==> config.mk <==
export PLATFORM = sky130hd
export DESIGN_NAME = dl_packer
export DESIGN_NICKNAME = d
export VERILOG_FILES = /design/src/source/rom_types_pkg.sv /design/src/source/dl_packer.sv
export SDC_FILE = /design/constraint.sdc
export NUM_CORES = 1
export LEC_CHECK = 0
export ABC_CLOCK_PERIOD_IN_PS = 800
export BUFFER_PORTS_ARGS = -buffer_cell sky130_fd_sc_hd__buf_2
export CAP_MARGIN = 20
export CORE_UTILIZATION = 30
export DETAILED_ROUTE_END_ITERATION = 16
export GPL_TIMING_DRIVEN = 0
export MAX_ROUTING_LAYER = met4
export PLACE_DENSITY = 0.66
export SETUP_SLACK_MARGIN = 0.5
export SLEW_MARGIN = 20
export SYNTH_ARGS = -nofsm -noshare
export SYNTH_HDL_FRONTEND = slang
export SYNTH_SLANG_ARGS = --single-unit
==> constraint.sdc <==
create_clock -name clk -period 0.8 [get_ports clk]
set_input_delay 0.12 -clock clk [delete_from_list [all_inputs] [get_ports clk]]
set_output_delay 0.12 -clock clk [all_outputs]
set_load 0.02 [all_outputs]
==> src/source/rom_types_pkg.sv <==
package rom_types_pkg;

    // Download stream byte, also the sound slot datum
    typedef logic [7:0] byte_t;

    // Stored word and graphics slot datum
    typedef logic [15:0] word_t;

    // Word address into the 4096-word store
    typedef logic [11:0] waddr_t;

    // Byte address of the download stream
    typedef logic [12:0] dl_addr_t;

endpackage
==> src/source/dl_packer.sv <==
module dl_packer
    import rom_types_pkg::*;
#(
    parameter bit SWAB = 1'b0
) (
    input  logic     clk,
    input  logic     arst_n,
    input  logic     downloading,
    input  dl_addr_t ioctl_addr,
    input  byte_t    ioctl_dout,
    input  logic     ioctl_wr,
    output waddr_t   prog_addr,
    output word_t    prog_data,
    output logic     prog_we
);

    byte_t even_byte;   // First half of the word being built
    logic  odd_strobe;
    logic  even_strobe;

    assign even_strobe = downloading && ioctl_wr && !ioctl_addr[0];
    assign odd_strobe  = downloading && ioctl_wr &&  ioctl_addr[0];

    // One write pulse per completed word
    always_ff @(posedge clk or negedge arst_n) begin
        if (!arst_n) begin
            prog_we <= 1'b0;
        end else begin
            prog_we <= odd_strobe;
        end
    end

    always_ff @(posedge clk) begin
        if (even_strobe) begin
            even_byte <= ioctl_dout;
        end
        if (odd_strobe) begin
            prog_addr <= ioctl_addr[$bits(dl_addr_t)-1:1];  // Byte address halved
            if (SWAB) begin
                // Even byte lands in the upper half
                prog_data <= {even_byte, ioctl_dout};
            end else begin
                prog_data <= {ioctl_dout, even_byte};
            end
        end
    end

endmodule

==> impl_metrics.tcl <==
set metrics [dict create \
    grt_pass1_vias 707 \
    std_cell_rows 21 \
    layout.cells.most_common_list "edfxtp_1 (36), buf_2 (28), buf_6 (24)" \
    ctsRootBufferMaster "clkbuf_8" \
    worstHoldPathType "input port to register" \
    syn-instance-count 39 \
    routabilityCongestion 0.673 \
    violations "negative setup slack" \
    antenna_diode_count 0 \
    antenna_violations_before_repair 0 \
    finalSetupViolations 29 \
    totalNegativeSetupSlack_ns -3.64 \
    finalWorstSetupSlack_ns -0.157 \
    period_needed_ns 0.957 \
    grt_first_pass_wirelength_mm 3.30 \
    cap_viol_max_count 0 \
    crit_path_top_delay_cell "edfxtp_1" \
    routed_via_density 4.18 \
    io_buffer_count 53 \
    setup_repair_after_global_routing_missed_its_margin "yes" \
    post_dp_cell_area_um2 1450 \
    critical_path_peak_fanout 1 \
    core_um2 3470 \
    ys.warnings.count 0 \
    design.die.area_um2 3990 \
    worst-endpoint-arrival_ns 0.84 \
    layout-drive-gt1-share 0.642 \
    synth.net_count 64 \
    dp_cells 138 \
    count_of_endpoints_failing_hold_in_the_final_timing_report 0 \
    boundaryPins 54 \
    ir_worst_vdd_v 0.00138 \
    die_width_um 63.2 \
    die_h_um 63.2 \
    path_delay_family "flip-flops" \
    drt-pass1-iter-count 3 \
    cts_inserted_buffers 5 \
    nNetsFinal 130 \
    area_of_the_mapped_netlist_um2 1120 \
    p_total_mw 3.78 \
    wl_per_cell_um 13.7 \
    clock_tree.buffer_depth 2 \
    yosys.area.top_type "edfxtp_1" \
    path_cells "buf_6" \
    final-max-slew-violation-count 0 \
    clkSlewWorstSetupHoldPaths_ns 0.07 \
    worst_path_largest_cell_delay_ns 0.40 \
    worst_slew_margin_rel 0.857 \
    maximum_level_of_the_cts_h_tree 2 \
    drt_wl_total_mm 2.08 \
    grt_start_max_net_pins 13 \
    status "finished, violations left" \
    worst_setup_path_start_kind "register" \
    cts_tree "built" \
    hold_buffers 1 \
    detailedRoute.firstIterationViolations 24 \
    layout.cells.most_common "edfxtp_1" \
    clk_latency_ns 0.28 \
    route.vias.total 635 \
    fin_area_um2 1770 \
    cp.buffers_inverters 1 \
    synthesis.area_per_instance_um2 28.8 \
    final_min_period_over_clock_period 1.20 \
    ys_seq_area_frac 0.986 \
    syn2layout_area_growth_pct 57.7 \
    ys_seq_elements 37 \
    initial_core_util 0.324 \
    worst_tran_pin_value_ns 0.215 \
    endpoint_class_of_the_critical_path "output port" \
    clock_skew_ns 0.00358 \
    worst_path_class_setup "register to output port" \
    clock.fmax_ghz 1.04 \
    fillCellCount 306 \
    grt_usage 0.124 \
    post-route-drc-count 0 \
    clock_sinks 37 \
    synth.distinct_cells 4 \
    yosys-top-cells-area "edfxtp_1 (96%), dfrtp_1 (2.2%), and3b_1 (0.78%)" \
    netlist.area_leader.share 0.963 \
    power_density_nw_per_um2 2130 \
    critical_path_required_ns 0.68 \
    overflow 0 \
    antenna_violating_nets_post_route 0 \
    leakagePower_nw 0.693 \
    final-instance-count-excl-fill 152 \
    fin_util 0.510 \
]
cell usage after synthesis:
library cell and number:
dfrtp_1 1, and3_2 1, edfxtp_1 36, and3b_1 1
cell type report:
type | count | area, um^2 | area share
flip-flops and latches | 37 | 1110 | 0.625
multi-input cells | 5 | 55.1 | 0.0311
clock inverters | 3 | 17.5 | 0.00989
repair buffers | 56 | 465 | 0.263
clock buffers | 5 | 68.8 | 0.0389
well taps | 46 | 57.6 | 0.0325
cells by family after synthesis:
logic type,count (synthesis),share of synthesized area
and+or+nand+nor,2,0.0145
DFF,37,0.986
flip-flops by register name (all words and copies together) (netlist names):
name / flops
prog_we: 1
prog_addr: 12
prog_data: 16
even_byte: 8
power by group:
part,internal [mW],switching [mW],total [mW]
Combinational,0.162,0.147,0.308
Clock,0.600,0.632,1.23
Sequential,2.21,0.0252,2.24
Total,2.97,0.804,3.78
layer usage:
| metal | share of wire | global-route usage | up-vias |
|---|---|---|---|
| li1 | - | - | 295 |
| met1 | 0.39 | 0.127 | 300 |
| met2 | 0.52 | 0.198 | 37 |
| met3 | 0.081 | 0.0688 | 3 |
| met4 | 0.011 | 0.0436 | 0 |
| met5 | 0 | - | - |
through the flow:
stage	hold slack (ns)	setup WS, ns
4_1_cts	-0.00282	-0.166
3_5_place_dp	-0.105	-0.232
5_1_grt	-0.0210	-0.194
2_1_floorplan	-0.176	-0.0173
3_3_place_gp	-0.106	-0.200
6_report	0.00814	-0.157
final timing paths:
| path | to | depth (start not counted) | from | slack [ns] |
|---|---|---|---|---|
| worst max-delay path | prog_data[8] | 1 | prog_data[8] | -0.16 |
| worst min-delay path | prog_addr[8] | 1 | ioctl_addr[9] | 0.008 |
| worst max register to register | prog_data[7] | 0 | even_byte[7] | 0.18 |
| worst min register to register | prog_data[1] | 0 | even_byte[1] | 0.42 |
| max in group asynchronous | prog_we | 2 | arst_n | 0.57 |
| min in group asynchronous | prog_we | 2 | arst_n | 0.15 |
repair_timing:
item,4_1_cts,5_1_grt
endpoints found under the hold margin,6,11
setup buffers,2,0
setup endpoints to repair,74,74
gates cloned,3,0
pin swaps,4,1
resized for setup,30,28
No activity file was read; power rests on OpenSTA's default activity.
