## src/source/rom_arb_pkg.sv

```systemverilog
package rom_arb_pkg;

    // Clients of the ROM store
    typedef enum logic {
        SLOT_GFX,   // 16-bit, word addressed
        SLOT_SND    // 8-bit, byte addressed
    } slot_t;

    // Arbiter FSM
    typedef enum logic [1:0] {
        ST_IDLE,
        ST_WAIT_GFX,    // Read in flight for graphics
        ST_WAIT_SND     // Read in flight for sound
    } arb_state_t;

endpackage

```

## src/source/rom_types_pkg.sv

```systemverilog
package rom_types_pkg;

    // Download stream byte, also the sound slot datum
    typedef logic [7:0] byte_t;

    // Stored word and graphics slot datum
    typedef logic [15:0] word_t;

    // Word address into the 4096-word store
    typedef logic [11:0] waddr_t;

    // Byte address of the download stream
    typedef logic [12:0] dl_addr_t;

endpackage
```

## src/source/rom_slot_arb.sv

```systemverilog
module rom_slot_arb
    import rom_types_pkg::*;
    import rom_arb_pkg::*;
#(
    parameter bit SWAB       = 1'b0,
    parameter int GFX_OFFSET = 0,
    parameter int SND_OFFSET = 2048,
    parameter int GFX_AW     = 11,
    parameter int SND_AW     = 11
) (
    input  logic              clk,
    input  logic              arst_n,
    input  logic              downloading,
    input  logic              gfx_cs,
    input  logic [GFX_AW-1:0] gfx_addr,
    input  logic              snd_cs,
    input  logic [SND_AW-1:0] snd_addr,
    input  word_t             rd_data,
    output word_t             gfx_data,
    output logic              gfx_ok,
    output byte_t             snd_data,
    output logic              snd_ok,
    output logic              rd_en,
    output waddr_t            rd_addr
);

    arb_state_t state;
    slot_t      last_slot;     // Slot served by the previous read

    // Per-slot cache, tags hold the full store address
    word_t  gfx_cache, snd_cache;
    waddr_t gfx_tag,   snd_tag;
    logic   gfx_valid, snd_valid;
    logic   snd_lsb_q;

    waddr_t gfx_waddr, snd_waddr;
    logic   gfx_hit,   snd_hit;
    logic   gfx_miss,  snd_miss;
    logic   pick_gfx,  pick_snd;
    logic   fill_gfx,  fill_snd;

    assign gfx_waddr = waddr_t'(GFX_OFFSET) + waddr_t'(gfx_addr);
    assign snd_waddr = waddr_t'(SND_OFFSET) + waddr_t'(snd_addr[SND_AW-1:1]);  // Byte to word

    assign gfx_hit  = gfx_valid && gfx_tag == gfx_waddr;
    assign snd_hit  = snd_valid && snd_tag == snd_waddr;
    assign gfx_miss = gfx_cs && !gfx_hit;
    assign snd_miss = snd_cs && !snd_hit;

    // On a double miss the slot not served last wins
    assign pick_gfx = state == ST_IDLE && !downloading && gfx_miss &&
                      (!snd_miss || last_slot == SLOT_SND);
    assign pick_snd = state == ST_IDLE && !downloading && snd_miss && !pick_gfx;

    // rd_en high marks the cycle the store is sampling, data follows
    assign fill_gfx = state == ST_WAIT_GFX && !rd_en && !downloading;
    assign fill_snd = state == ST_WAIT_SND && !rd_en && !downloading;

    always_ff @(posedge clk or negedge arst_n) begin
        if (!arst_n) begin
            state     <= ST_IDLE;
            last_slot <= SLOT_SND;
            rd_en     <= 1'b0;
            gfx_valid <= 1'b0;
            snd_valid <= 1'b0;
        end else if (downloading) begin
            // Store contents are changing, drop everything
            state     <= ST_IDLE;
            rd_en     <= 1'b0;
            gfx_valid <= 1'b0;
            snd_valid <= 1'b0;
        end else begin
            rd_en <= 1'b0;
            case (state)
                ST_IDLE: begin
                    if (pick_gfx) begin
                        rd_en     <= 1'b1;
                        last_slot <= SLOT_GFX;
                        state     <= ST_WAIT_GFX;
                    end else if (pick_snd) begin
                        rd_en     <= 1'b1;
                        last_slot <= SLOT_SND;
                        state     <= ST_WAIT_SND;
                    end
                end
                ST_WAIT_GFX: if (fill_gfx) begin
                    gfx_valid <= 1'b1;
                    state     <= ST_IDLE;
                end
                ST_WAIT_SND: if (fill_snd) begin
                    snd_valid <= 1'b1;
                    state     <= ST_IDLE;
                end
                default: state <= ST_IDLE;
            endcase
        end
    end

    // Read address and cache payload
    always_ff @(posedge clk) begin
        if (pick_gfx) begin
            rd_addr <= gfx_waddr;
        end else if (pick_snd) begin
            rd_addr <= snd_waddr;
        end
        if (fill_gfx) begin
            gfx_cache <= rd_data;
            gfx_tag   <= rd_addr;   // Still holds the issued address
        end
        if (fill_snd) begin
            snd_cache <= rd_data;
            snd_tag   <= rd_addr;
        end
        snd_lsb_q <= snd_addr[0];   // Byte select, aligned with snd_ok
    end

    // ok follows the request by one cycle
    always_ff @(posedge clk or negedge arst_n) begin
        if (!arst_n) begin
            gfx_ok <= 1'b0;
            snd_ok <= 1'b0;
        end else begin
            gfx_ok <= !downloading && gfx_cs && gfx_hit;
            snd_ok <= !downloading && snd_cs && snd_hit;
        end
    end

    assign gfx_data = gfx_cache;
    // Even byte sits high when swapped
    assign snd_data = (snd_lsb_q ^ SWAB) ? snd_cache[15:8] : snd_cache[7:0];

endmodule

```

## config.mk

```make
export PLATFORM = sky130hd
export DESIGN_NAME = rom_slot_arb
export DESIGN_NICKNAME = d
export VERILOG_FILES = /design/src/source/rom_arb_pkg.sv /design/src/source/rom_types_pkg.sv /design/src/source/rom_slot_arb.sv
export SDC_FILE = /design/constraint.sdc
export NUM_CORES = 1
export LEC_CHECK = 0
export ABC_CLOCK_PERIOD_IN_PS = 4300
export BUFFER_PORTS_ARGS = -buffer_cell sky130_fd_sc_hd__buf_2
export CAP_MARGIN = 5
export CORE_ASPECT_RATIO = 0.75
export CORE_MARGIN = 1.5
export CORE_UTILIZATION = 25
export CTS_BUF_LIST = sky130_fd_sc_hd__clkbuf_16
export DETAILED_ROUTE_END_ITERATION = 7
export GPL_TIMING_DRIVEN = 1
export HOLD_SLACK_MARGIN = 0.02
export MAX_ROUTING_LAYER = met4
export PLACE_DENSITY = 0.47
export SYNTH_ARGS = -nofsm -noshare
export SYNTH_HDL_FRONTEND = slang
export SYNTH_SLANG_ARGS = --single-unit
```

## constraint.sdc

```tcl
create_clock -name clk -period 4.3 [get_ports clk]
set_input_delay 0.86 -clock clk [delete_from_list [all_inputs] [get_ports clk]]
set_output_delay 0.86 -clock clk [all_outputs]
set_load 0.05 [all_outputs]
```

==> impl_metrics.tcl, run 1 <==
set metrics [dict create \
    status "finished, final reports clean" \
    dieArea_sq_mm 0.01236 \
    ir_worst_vdd_uv 166.0 \
    grt_setup_unrepaired "no" \
    worstSetupStartpointType "input pin" \
    post_cts_buffers 0 \
    cts_inserted_buffers 9 \
    cts_resized 0 \
    cts_tree "built" \
    r2r_cells 5 \
    core_area_sq_mm 0.01115 \
    yosys.cell_types.count 29 \
    overflow 0 \
    yosys-top-cells-count "67 x edfxtp_1, 11 x mux2_2, 11 x xnor2_1, 10 x xor2_1" \
    grt_pass1_wl_mm 9.956 \
    drive_gt1_frac 0.4824 \
    cts_sinks 77 \
    drtAntennaViolNets 0 \
    gp_congestion 0.7682 \
    fillerInstances 1109 \
    finalCriticalPeriod_ns 2.872 \
    initial_utilization 0.2623 \
    firstDrtPassIters 4 \
    ys_seq_elements 77 \
    rr_endpoint "rd_addr[1]$_DFFE_PN_" \
    synth_top_area_cell "edfxtp_1" \
    via_count 1644 \
    worst-setup-path-type "in -> reg" \
    synth_area_leaders "edfxtp_1 69%, dfrtp_1 6.0%, mux2_2 4.2%" \
    track_usage 0.1168 \
    viasPerCell 4.162 \
    gr-max-usage-layer "met1" \
    grt_max_degree 21 \
    cpPeakStageDelay_ns 0.90 \
    met3_usage 0.05420 \
    multi_input_area_sq_um 661.9 \
    drv_cap 0 \
    synth_area_sq_mm 0.002924 \
    dp_cells 379 \
    reg2reg_slack_ns 1.70 \
    synth_most_common_cell "edfxtp_1" \
    drc_errors 0 \
    fmax_mhz 348.2 \
    cts_root_buf "clkbuf_16" \
    htreeDepth 3 \
    num_io_pins 82 \
    yosysWarnings 0 \
    crit_family "compound AO/OA/AOI/OAI gates" \
    dpl.hpwl_mm 4.745 \
    cp_slowest_cell "a311oi_4" \
    worstPathArrival_ns 2.96 \
    path_cells "buf_2 -> xor2_1 -> nor4_2 -> nand4_2 -> a311oi_4 -> mux2_2" \
    cts_max_path_buffers 2 \
    synth_edf_count 67 \
    clk_pin_slew_ns 0.06 \
    maxSlewViolCount 0 \
    areaGrowthSynthToFinish_pct 32.22 \
    syn_area_per_cell_sq_um 18.86 \
    p_leak_nw 1.493 \
    seq_area_sq_mm 0.002253 \
    worstMarginPinSlew_ns 0.9549 \
    die_w_um 127.9 \
    hold_violations 0 \
    synthFlopType "edfxtp_1" \
    worst-path-buf-inv 1 \
    critical_path.max_fanout 12 \
    met1_usage 0.1578 \
    antennaDiodeCount 0 \
    synthArstFlopShare 0.1039 \
    drt-initial-drc-count 67 \
    max-slew-margin-rel 0.3607 \
    holdCritPathClass "in -> async" \
    wire_per_inst_um 16.48 \
    cellPowerDensity_mw_per_mm2 500.8 \
    setup_viol 0 \
    grt_antenna_before_repair 0 \
    grt_pass1_vias 1708 \
    met2_usage 0.1543 \
    netlist_instances 155 \
    ctsHoldBuffers 0 \
    portBuffers 81 \
    drt_wl_total_mm 6.510 \
    ys_seq_area_frac 0.7706 \
    die_h_um 96.66 \
    instances_no_fill 395 \
    setup-tns-final_ns 0 \
    nNetsFinal 293 \
    rows 33 \
    synth_fp_nets 198 \
    required_ns 4.39 \
    r2r-start "snd_tag[1]$_DFFE_PP_" \
    fin_skew_ns 0.003643 \
    synth_top_area_frac 0.6881 \
    clk_latency_ns 0.33 \
    final.period_utilization 0.6678 \
    cp-end-kind "flip-flop" \
]
-- how the worst max path moves through the flow --
stage                      startpoint                     to  cells after the start
after CTS                 snd_addr[3]   rd_addr[2]$_DFFE_PN_                      6
after global placement    snd_addr[3]   rd_addr[1]$_DFFE_PN_                      6
after detailed placement  snd_addr[3]   rd_addr[1]$_DFFE_PN_                      6
after global routing      snd_addr[3]   rd_addr[1]$_DFFE_PN_                      6
after floorplan           downloading  gfx_data[0]$_DFFE_PP_                      1
final                     snd_addr[3]   rd_addr[1]$_DFFE_PN_                      6
-- sequential cells by signal, summed over array words and instances (netlist names) --
register / flops
gfx_data: 16
snd_valid: 1
rd_addr: 12
gfx_tag: 12
snd_ok: 1
snd_lsb_q: 1
rd_en: 1
gfx_ok: 1
snd_cache: 16
state: 2
last_slot: 1
gfx_valid: 1
snd_tag: 12
-- cells in the final DEF (no fill, tap or decap), types with 2 or more instances in the layout --
cell	instances
nand2_1	3
bufinv_16	2
o21ai_0	3
nor3_1	3
nor4_2	2
clkinv_1	4
xnor2_1	11
buf_2	81
a21o_1	2
mux2_2	11
edfxtp_1	67
clkbuf_16	9
mux2_4	7
xor2_1	10
buf_4	4
nand4_1	5
dfxtp_1	2
a21oi_1	3
dfrtp_1	7
nor2_1	3
inv_1	4
-- kinds of logic (layout without fill, tap and decap cells) --
family	after synthesis	in the layout	share of synthesized area
multiplexers	18	18	0.07831
AND/OR/NAND/NOR	22	22	0.04622
flip-flops	77	77	0.7706
XOR/XNOR	21	21	0.06290
buffers and inverters	6	106	0.01027
AO/OA/AOI/OAI	11	11	0.03166
-- power by group --
part,leakage (nW),switching (mW),internal [mW]
Sequential,0.733,0.0288,0.877
Combinational,0.611,0.168,0.0784
Clock,0.149,0.286,0.499
Total,1.49,0.482,1.45
-- final cells by class --
type,instances,area share
timing repair buffer,86,0.1178
multi-input combinational,72,0.1712
tap,140,0.04531
inverter,4,0.003883
clock buffer,9,0.05825
sequential,77,0.5828
clock inverter,7,0.02071
-- metal layers --
metal | wire [um] | up-vias | share of wire
met2 | 2794 | 53 | 0.43
met5 | 0 | - | 0
li1 | - | 783 | -
met4 | 65 | 0 | 0.010
met3 | 443 | 6 | 0.068
met1 | 3206 | 802 | 0.49
-- worst register-to-register path, cell delays in order, from the launching register on --
cell and delay [ns]:
edfxtp_1 0.39, xor2_1 0.17, nor3_1 0.27, nand4_2 0.21
a311oi_4 0.90, mux2_2 0.42
-- through the flow --
| step | hold slack (ns) | utilization | area [sq um] | power [mW] | worst slack, ns |
|---|---|---|---|---|---|
| 6_report | 0.3651 | 0.3468 | 3866 | 1.936 | 1.428 |
| 4_1_cts | 0.3621 | 0.3468 | 3866 | 1.963 | 1.405 |
| 3_5_place_dp | 0.4618 | 0.3194 | 3561 | 1.172 | 1.044 |
| 2_1_floorplan | 0.4460 | - | 2930 | 1.081 | 0.05946 |
| 3_3_place_gp | 0.4581 | 0.3194 | 3561 | 1.169 | 1.082 |
| 5_1_grt | 0.3611 | 0.3468 | 3866 | 2.017 | 1.303 |
(Power assumes the default switching activity.)
==> inputs of run 2 (changes only) <==
--- a/config.mk
+++ b/config.mk
@@ -5,7 +5,7 @@
 export SDC_FILE = /design/constraint.sdc
 export NUM_CORES = 1
 export LEC_CHECK = 0
-export ABC_CLOCK_PERIOD_IN_PS = 4300
+export ABC_CLOCK_PERIOD_IN_PS = 2850
 export BUFFER_PORTS_ARGS = -buffer_cell sky130_fd_sc_hd__buf_2
 export CAP_MARGIN = 5
 export CORE_ASPECT_RATIO = 0.75
==> constraint.sdc (replaced) <==
create_clock -name clk -period 2.85 [get_ports clk]
set_input_delay 0.57 -clock clk [delete_from_list [all_inputs] [get_ports clk]]
set_output_delay 0.57 -clock clk [all_outputs]
set_load 0.05 [all_outputs]
==> run 2 against run 1 <==
Clock-buffer cell count unchanged. Routed wire length decreased by 3.7%. Cell count increased by 0.51%. Clock power increased by 27%. Sequential cell count unchanged. Sequential share of layout area increased by 0.51 points. Sequential power increased by 51%. Die area unchanged. Critical path type is now reg -> reg. Largest power group unchanged.
==> impl_metrics.tcl, run 2 (same netlist as run 1, synthesis figures left out) <==
set metrics [dict create \
    hold_violations 0 \
    portBuffers 81 \
    via_count 1637 \
    crit_end "rd_addr[1]$_DFFE_PN_" \
    maxSlewViolCount 0 \
    grt_pass1_vias 1735 \
    startpoint "snd_tag[0]$_DFFE_PP_" \
    drc_errors 0 \
    die_w_um 127.9 \
    drtAntennaViolNets 0 \
    drv_cap 0 \
    cts_resized 0 \
    dieArea_sq_mm 0.01236 \
    worst-setup-path-type "reg -> reg" \
    rows 33 \
    final_cell_mix "81 x buf_2, 67 x edfxtp_1, 11 x mux2_2, 11 x xnor2_1, 10 x xor2_1" \
    r2r_cells 6 \
    fillerInstances 1114 \
    drive_gt1_frac 0.4942 \
    final.period_utilization 0.8171 \
    worstMarginPinSlew_ns 0.5801 \
    cellPowerDensity_mw_per_mm2 714.3 \
    ir_worst_vdd_uv 243.2 \
    die_h_um 96.66 \
    drt_wl_total_mm 6.271 \
    required_ns 2.92 \
    status "finished, final reports clean" \
    wire_per_inst_um 15.80 \
    cts_tree "built" \
    instances_no_fill 397 \
    firstDrtPassIters 4 \
    cts_sinks 77 \
    max-slew-margin-rel 0.6132 \
    grt_pass1_wl_mm 9.660 \
    post_cts_buffers 0 \
    mostFrequentLayoutCell "buf_2" \
    core_area_sq_mm 0.01115 \
    clk_latency_ns 0.32 \
    worstSetupStartpointType "flip-flop" \
    clk_pin_slew_ns 0.06 \
    cts_inserted_buffers 9 \
    grt_max_degree 22 \
    dp_cells 381 \
    drt-initial-drc-count 26 \
    fmax_mhz 429.4 \
    cp-end-kind "flip-flop" \
    track_usage 0.1100 \
    r2r-start "snd_tag[0]$_DFFE_PP_" \
    htreeDepth 3 \
    gp_congestion 0.7357 \
    setup-tns-final_ns 0 \
    setup_viol 0 \
    ctsHoldBuffers 0 \
    critical_path.max_fanout 9 \
    rr_endpoint "rd_addr[1]$_DFFE_PN_" \
    finalCriticalPeriod_ns 2.329 \
    worstPathArrival_ns 2.40 \
    holdCritPathClass "in -> async" \
    reg2reg_slack_ns 0.52 \
    nNetsFinal 295 \
    antennaDiodeCount 0 \
    grt_setup_unrepaired "no" \
    grt_antenna_before_repair 0 \
    cts_max_path_buffers 2 \
    initial_utilization 0.2623 \
    num_io_pins 82 \
    fin_skew_ns 0.005327 \
    areaGrowthSynthToFinish_pct 31.07 \
    cts_root_buf "clkbuf_16" \
    dpl.hpwl_mm 4.678 \
    viasPerCell 4.123 \
    p_leak_nw 1.486 \
    overflow 0 \
]
run 2: cell count changes in the layout (fill, tap and decap cells not counted):
| cell | change |
|---|---|
| nor4_2 | -1 |
| clkinvlp_4 | +1 |
| clkinv_1 | -3 |
| bufinv_16 | -2 |
| clkinv_2 | +3 |
| inv_1 | +1 |
| buf_12 | -1 |
| nor4_4 | +1 |
| buf_4 | +3 |
run 2: final cells by class:
type | count | area [sq um] | share of cell area
Sequential cell | 77 | 2253 | 0.5880
Multi-Input combinational cell | 72 | 670.6 | 0.1750
Timing Repair Buffer | 88 | 457.9 | 0.1195
Clock buffer | 9 | 225.2 | 0.05877
Tap cell | 140 | 175.2 | 0.04571
Clock inverter | 7 | 35.03 | 0.009141
Inverter | 4 | 15.01 | 0.003918
run 2: how the worst min path moves through the flow:
stage                      start               endpoint  slack [ns]  cells past startpoint
after global placement    arst_n       snd_ok$_DFF_PN0_        0.43                      1
after detailed placement  arst_n       snd_ok$_DFF_PN0_        0.43                      1
final                     arst_n       snd_ok$_DFF_PN0_        0.08                      1
after CTS                 arst_n  snd_valid$_DFFE_PN0P_        0.07                      1
after global routing      arst_n       snd_ok$_DFF_PN0_        0.08                      1
after floorplan           arst_n       gfx_ok$_DFF_PN0_        0.27                      0
run 2: metrics by stage:
stage	cell area (sq um)	setup WS, ns	total power, mW	hold slack (ns)	util
2_1_floorplan	2937	0.09058	1.632	0.2744	-
3_3_place_gp	3572	0.2467	1.765	0.4258	0.3204
3_5_place_dp	3572	0.2033	1.769	0.4293	0.3204
4_1_cts	3832	0.5029	2.785	0.07015	0.3438
5_1_grt	3832	0.4185	2.852	0.07752	0.3438
6_report	3832	0.5213	2.737	0.08253	0.3438
run 2: per-layer routing:
| metal | part of all wire | GRT usage | up-vias |
|---|---|---|---|
| met1 | 0.52 | 0.1499 | 796 |
| met2 | 0.42 | 0.1538 | 48 |
| li1 | - | - | 782 |
| met4 | 0.014 | 0.03630 | 0 |
| met5 | 0 | - | - |
| met3 | 0.046 | 0.03650 | 11 |
run 2: worst max-delay path, stage by stage (launching register included):
cell and delay [ns]:
edfxtp_1 0.38, xor2_1 0.15, nor3_1 0.36, nand4_2 0.22
a311oi_4 0.35, buf_4 0.25, mux2_2 0.36
run 2: power by group:
group | switching [mW] | leakage (nW) | internal, mW | total [mW]
Sequential | 0.0463 | 0.733 | 1.32 | 1.37
Combinational | 0.251 | 0.619 | 0.119 | 0.370
Clock | 0.422 | 0.134 | 0.576 | 0.998
Total | 0.720 | 1.49 | 2.02 | 2.74
==> inputs of run 3 (changes only) <==
--- a/config.mk
+++ b/config.mk
@@ -5,7 +5,7 @@
 export SDC_FILE = /design/constraint.sdc
 export NUM_CORES = 1
 export LEC_CHECK = 0
-export ABC_CLOCK_PERIOD_IN_PS = 2850
+export ABC_CLOCK_PERIOD_IN_PS = 2180
 export BUFFER_PORTS_ARGS = -buffer_cell sky130_fd_sc_hd__buf_2
 export CAP_MARGIN = 5
 export CORE_ASPECT_RATIO = 0.75
==> constraint.sdc (replaced) <==
create_clock -name clk -period 2.18 [get_ports clk]
set_input_delay 0.436 -clock clk [delete_from_list [all_inputs] [get_ports clk]]
set_output_delay 0.436 -clock clk [all_outputs]
set_load 0.05 [all_outputs]
==> run 3 against run 2 <==
Die area did not move. Sequential power rose by 31%. Cell area rose by 5.3%. Global-route usage rose by 0.82 points. Worst hold slack improved by 0.13 ns. Clock skew rose by 0.00077 ns. Core utilization rose by 1.8 points. Non-clock buffer count rose by 12. Clock-buffer cell count did not move. Critical endpoint is now rd_addr[0]$_DFFE_PN_. Largest power group unchanged. Highest routed layer unchanged.
==> impl_metrics.tcl, run 3 (same netlist as run 1, synthesis figures left out) <==
set metrics [dict create \
    status "finished, final reports clean" \
    p_leak_nw 1.584 \
    antennaDiodeCount 0 \
    final.period_utilization 0.9837 \
    hold_violations 0 \
    fmax_mhz 466.3 \
    wire_per_inst_um 16.19 \
    startpoint "snd_tag[2]$_DFFE_PP_" \
    hold_start "snd_addr[0]" \
    placed_cell_area_sq_mm 0.003680 \
    max-slew-margin-rel 0.6649 \
    path_cells "xor2_1 -> nor4_2 -> nand4_2 -> a311oi_4 -> buf_12 -> mux2_2" \
    firstDrtPassIters 4 \
    dpl.hpwl_mm 4.815 \
    drt_wl_total_mm 6.622 \
    worstSetupStartpointType "flip-flop" \
    core_area_sq_mm 0.01115 \
    clk_latency_ns 0.33 \
    cts_tree "built" \
    rows 33 \
    mostFrequentLayoutCell "buf_2" \
    cts_max_path_buffers 2 \
    cp-end-kind "flip-flop" \
    gp_congestion 0.7390 \
    grt_setup_unrepaired "yes" \
    worstMarginPinSlew_ns 0.5020 \
    overflow 0 \
    die_w_um 127.9 \
    portBuffers 81 \
    die_h_um 96.66 \
    nNetsFinal 307 \
    maxSlewViolCount 0 \
    dieArea_sq_mm 0.01236 \
    cellPowerDensity_mw_per_mm2 992.2 \
    critical_path.max_fanout 12 \
    setup_viol 0 \
    drc_errors 0 \
    worst-setup-path-type "reg -> reg" \
    fin_skew_ns 0.006093 \
    areaGrowthSynthToFinish_pct 38.00 \
    postLayoutCellArea_sq_mm 0.004035 \
    cp_slowest_cell "edfxtp_1" \
    drv_cap 0 \
    drtAntennaViolNets 0 \
    fillerInstances 1093 \
    htreeDepth 3 \
    drt-initial-drc-count 66 \
    multi_input_area_sq_um 675.6 \
    initial_utilization 0.2623 \
    r2r-start "snd_tag[2]$_DFFE_PP_" \
    holdCritPathClass "in -> reg" \
    cts_inserted_buffers 9 \
    viasPerCell 4.242 \
    worst-path-buf-inv 1 \
    cts_sinks 77 \
    ir_worst_vdd_uv 330.9 \
    worstPathArrival_ns 2.22 \
    seq_area_sq_mm 0.002253 \
    required_ns 2.26 \
    num_io_pins 82 \
    drive_gt1_frac 0.5204 \
    final_cell_mix "81 x buf_2, 67 x edfxtp_1, 16 x buf_4" \
    finalCriticalPeriod_ns 2.145 \
    grt_antenna_before_repair 0 \
    track_usage 0.1182 \
    clk_pin_slew_ns 0.06 \
    cts_root_buf "clkbuf_16" \
    crit_family "simple AND/OR/NAND/NOR gates" \
    instances_no_fill 409 \
    dp_cells 392 \
    cpPeakStageDelay_ns 0.40 \
    grt_pass1_vias 1799 \
    grt_max_degree 21 \
    grt_pass1_wl_mm 10.26 \
    via_count 1735 \
    post_cts_buffers 0 \
]
run 3: changes by cell type in the layout (fill, tap and decap cells not counted), sizes merged:
cell,delta
buf,+11
bufinv,+3
clkinv,-3
dlygate4sd3,+1
run 3: per-layer routing:
| layer | global-route usage | share of wire | up-vias |
|---|---|---|---|
| li1 | - | - | 810 |
| met1 | 0.1584 | 0.48 | 858 |
| met2 | 0.1667 | 0.45 | 55 |
| met3 | 0.03485 | 0.048 | 12 |
| met4 | 0.04927 | 0.020 | 0 |
| met5 | - | 0 | - |
run 3: worst paths after layout:
| check | end | slack, ns | depth (start not counted) |
|---|---|---|---|
| min in group asynchronous | snd_valid$_DFFE_PN0P_ | 0.48 | 2 |
| worst min register to register | gfx_valid$_DFFE_PN0P_ | 0.48 | 1 |
| worst min-delay path | snd_lsb_q$_DFF_P_ | 0.22 | 1 |
| max in group asynchronous | last_slot$_DFFE_PN1P_ | 1.46 | 2 |
| worst max-delay path | rd_addr[0]$_DFFE_PN_ | 0.04 | 6 |
| worst max register to register | rd_addr[0]$_DFFE_PN_ | 0.04 | 6 |
run 3: per-stage QoR:
stage / hold slack (ns) / worst slack (ns) / TNS, ns / total power [mW] / util
global placement: 0.3013 / -0.07850 / -0.5633 / 2.337 / 0.3301
CTS: 0.1990 / 0.01689 / 0 / 4.067 / 0.3615
finish: 0.2158 / 0.03550 / 0 / 4.004 / 0.3620
detailed placement: 0.3001 / -0.1651 / -1.323 / 2.343 / 0.3301
global route: 0.2044 / -0.02205 / -0.05446 / 4.173 / 0.3620
floorplan: 0.1404 / 0.05384 / 0 / 2.139 / -
run 3: area by class of cell:
| type | count | area share |
|---|---|---|
| clock buffer | 9 | 0.05581 |
| clock inverter | 7 | 0.02853 |
| inverter | 4 | 0.003721 |
| multi-input combinational | 72 | 0.1674 |
| sequential | 77 | 0.5584 |
| tap | 140 | 0.04341 |
| timing repair buffer | 100 | 0.1426 |
run 3: what timing repair did:
action                                  in CTS  in global routing
endpoints found under the setup margin       0                 10
gates resized for setup                      0                  1
hold endpoints to repair                     7                  0
hold buffers                                 1                  0
run 3: power by group:
part | internal [mW] | switching [mW] | total [mW] | leakage [nW]
Clock | 1.11 | 0.586 | 1.70 | 0.167
Combinational | 0.180 | 0.335 | 0.515 | 0.684
Sequential | 1.73 | 0.0606 | 1.79 | 0.733
run 3: worst reg2reg max path, cell delays in order, from the launching register on:
cell and delay (ns):
edfxtp_1 0.40, xor2_1 0.18, nor4_2 0.29, nand4_2 0.17
a311oi_4 0.30, buf_12 0.20, mux2_2 0.35
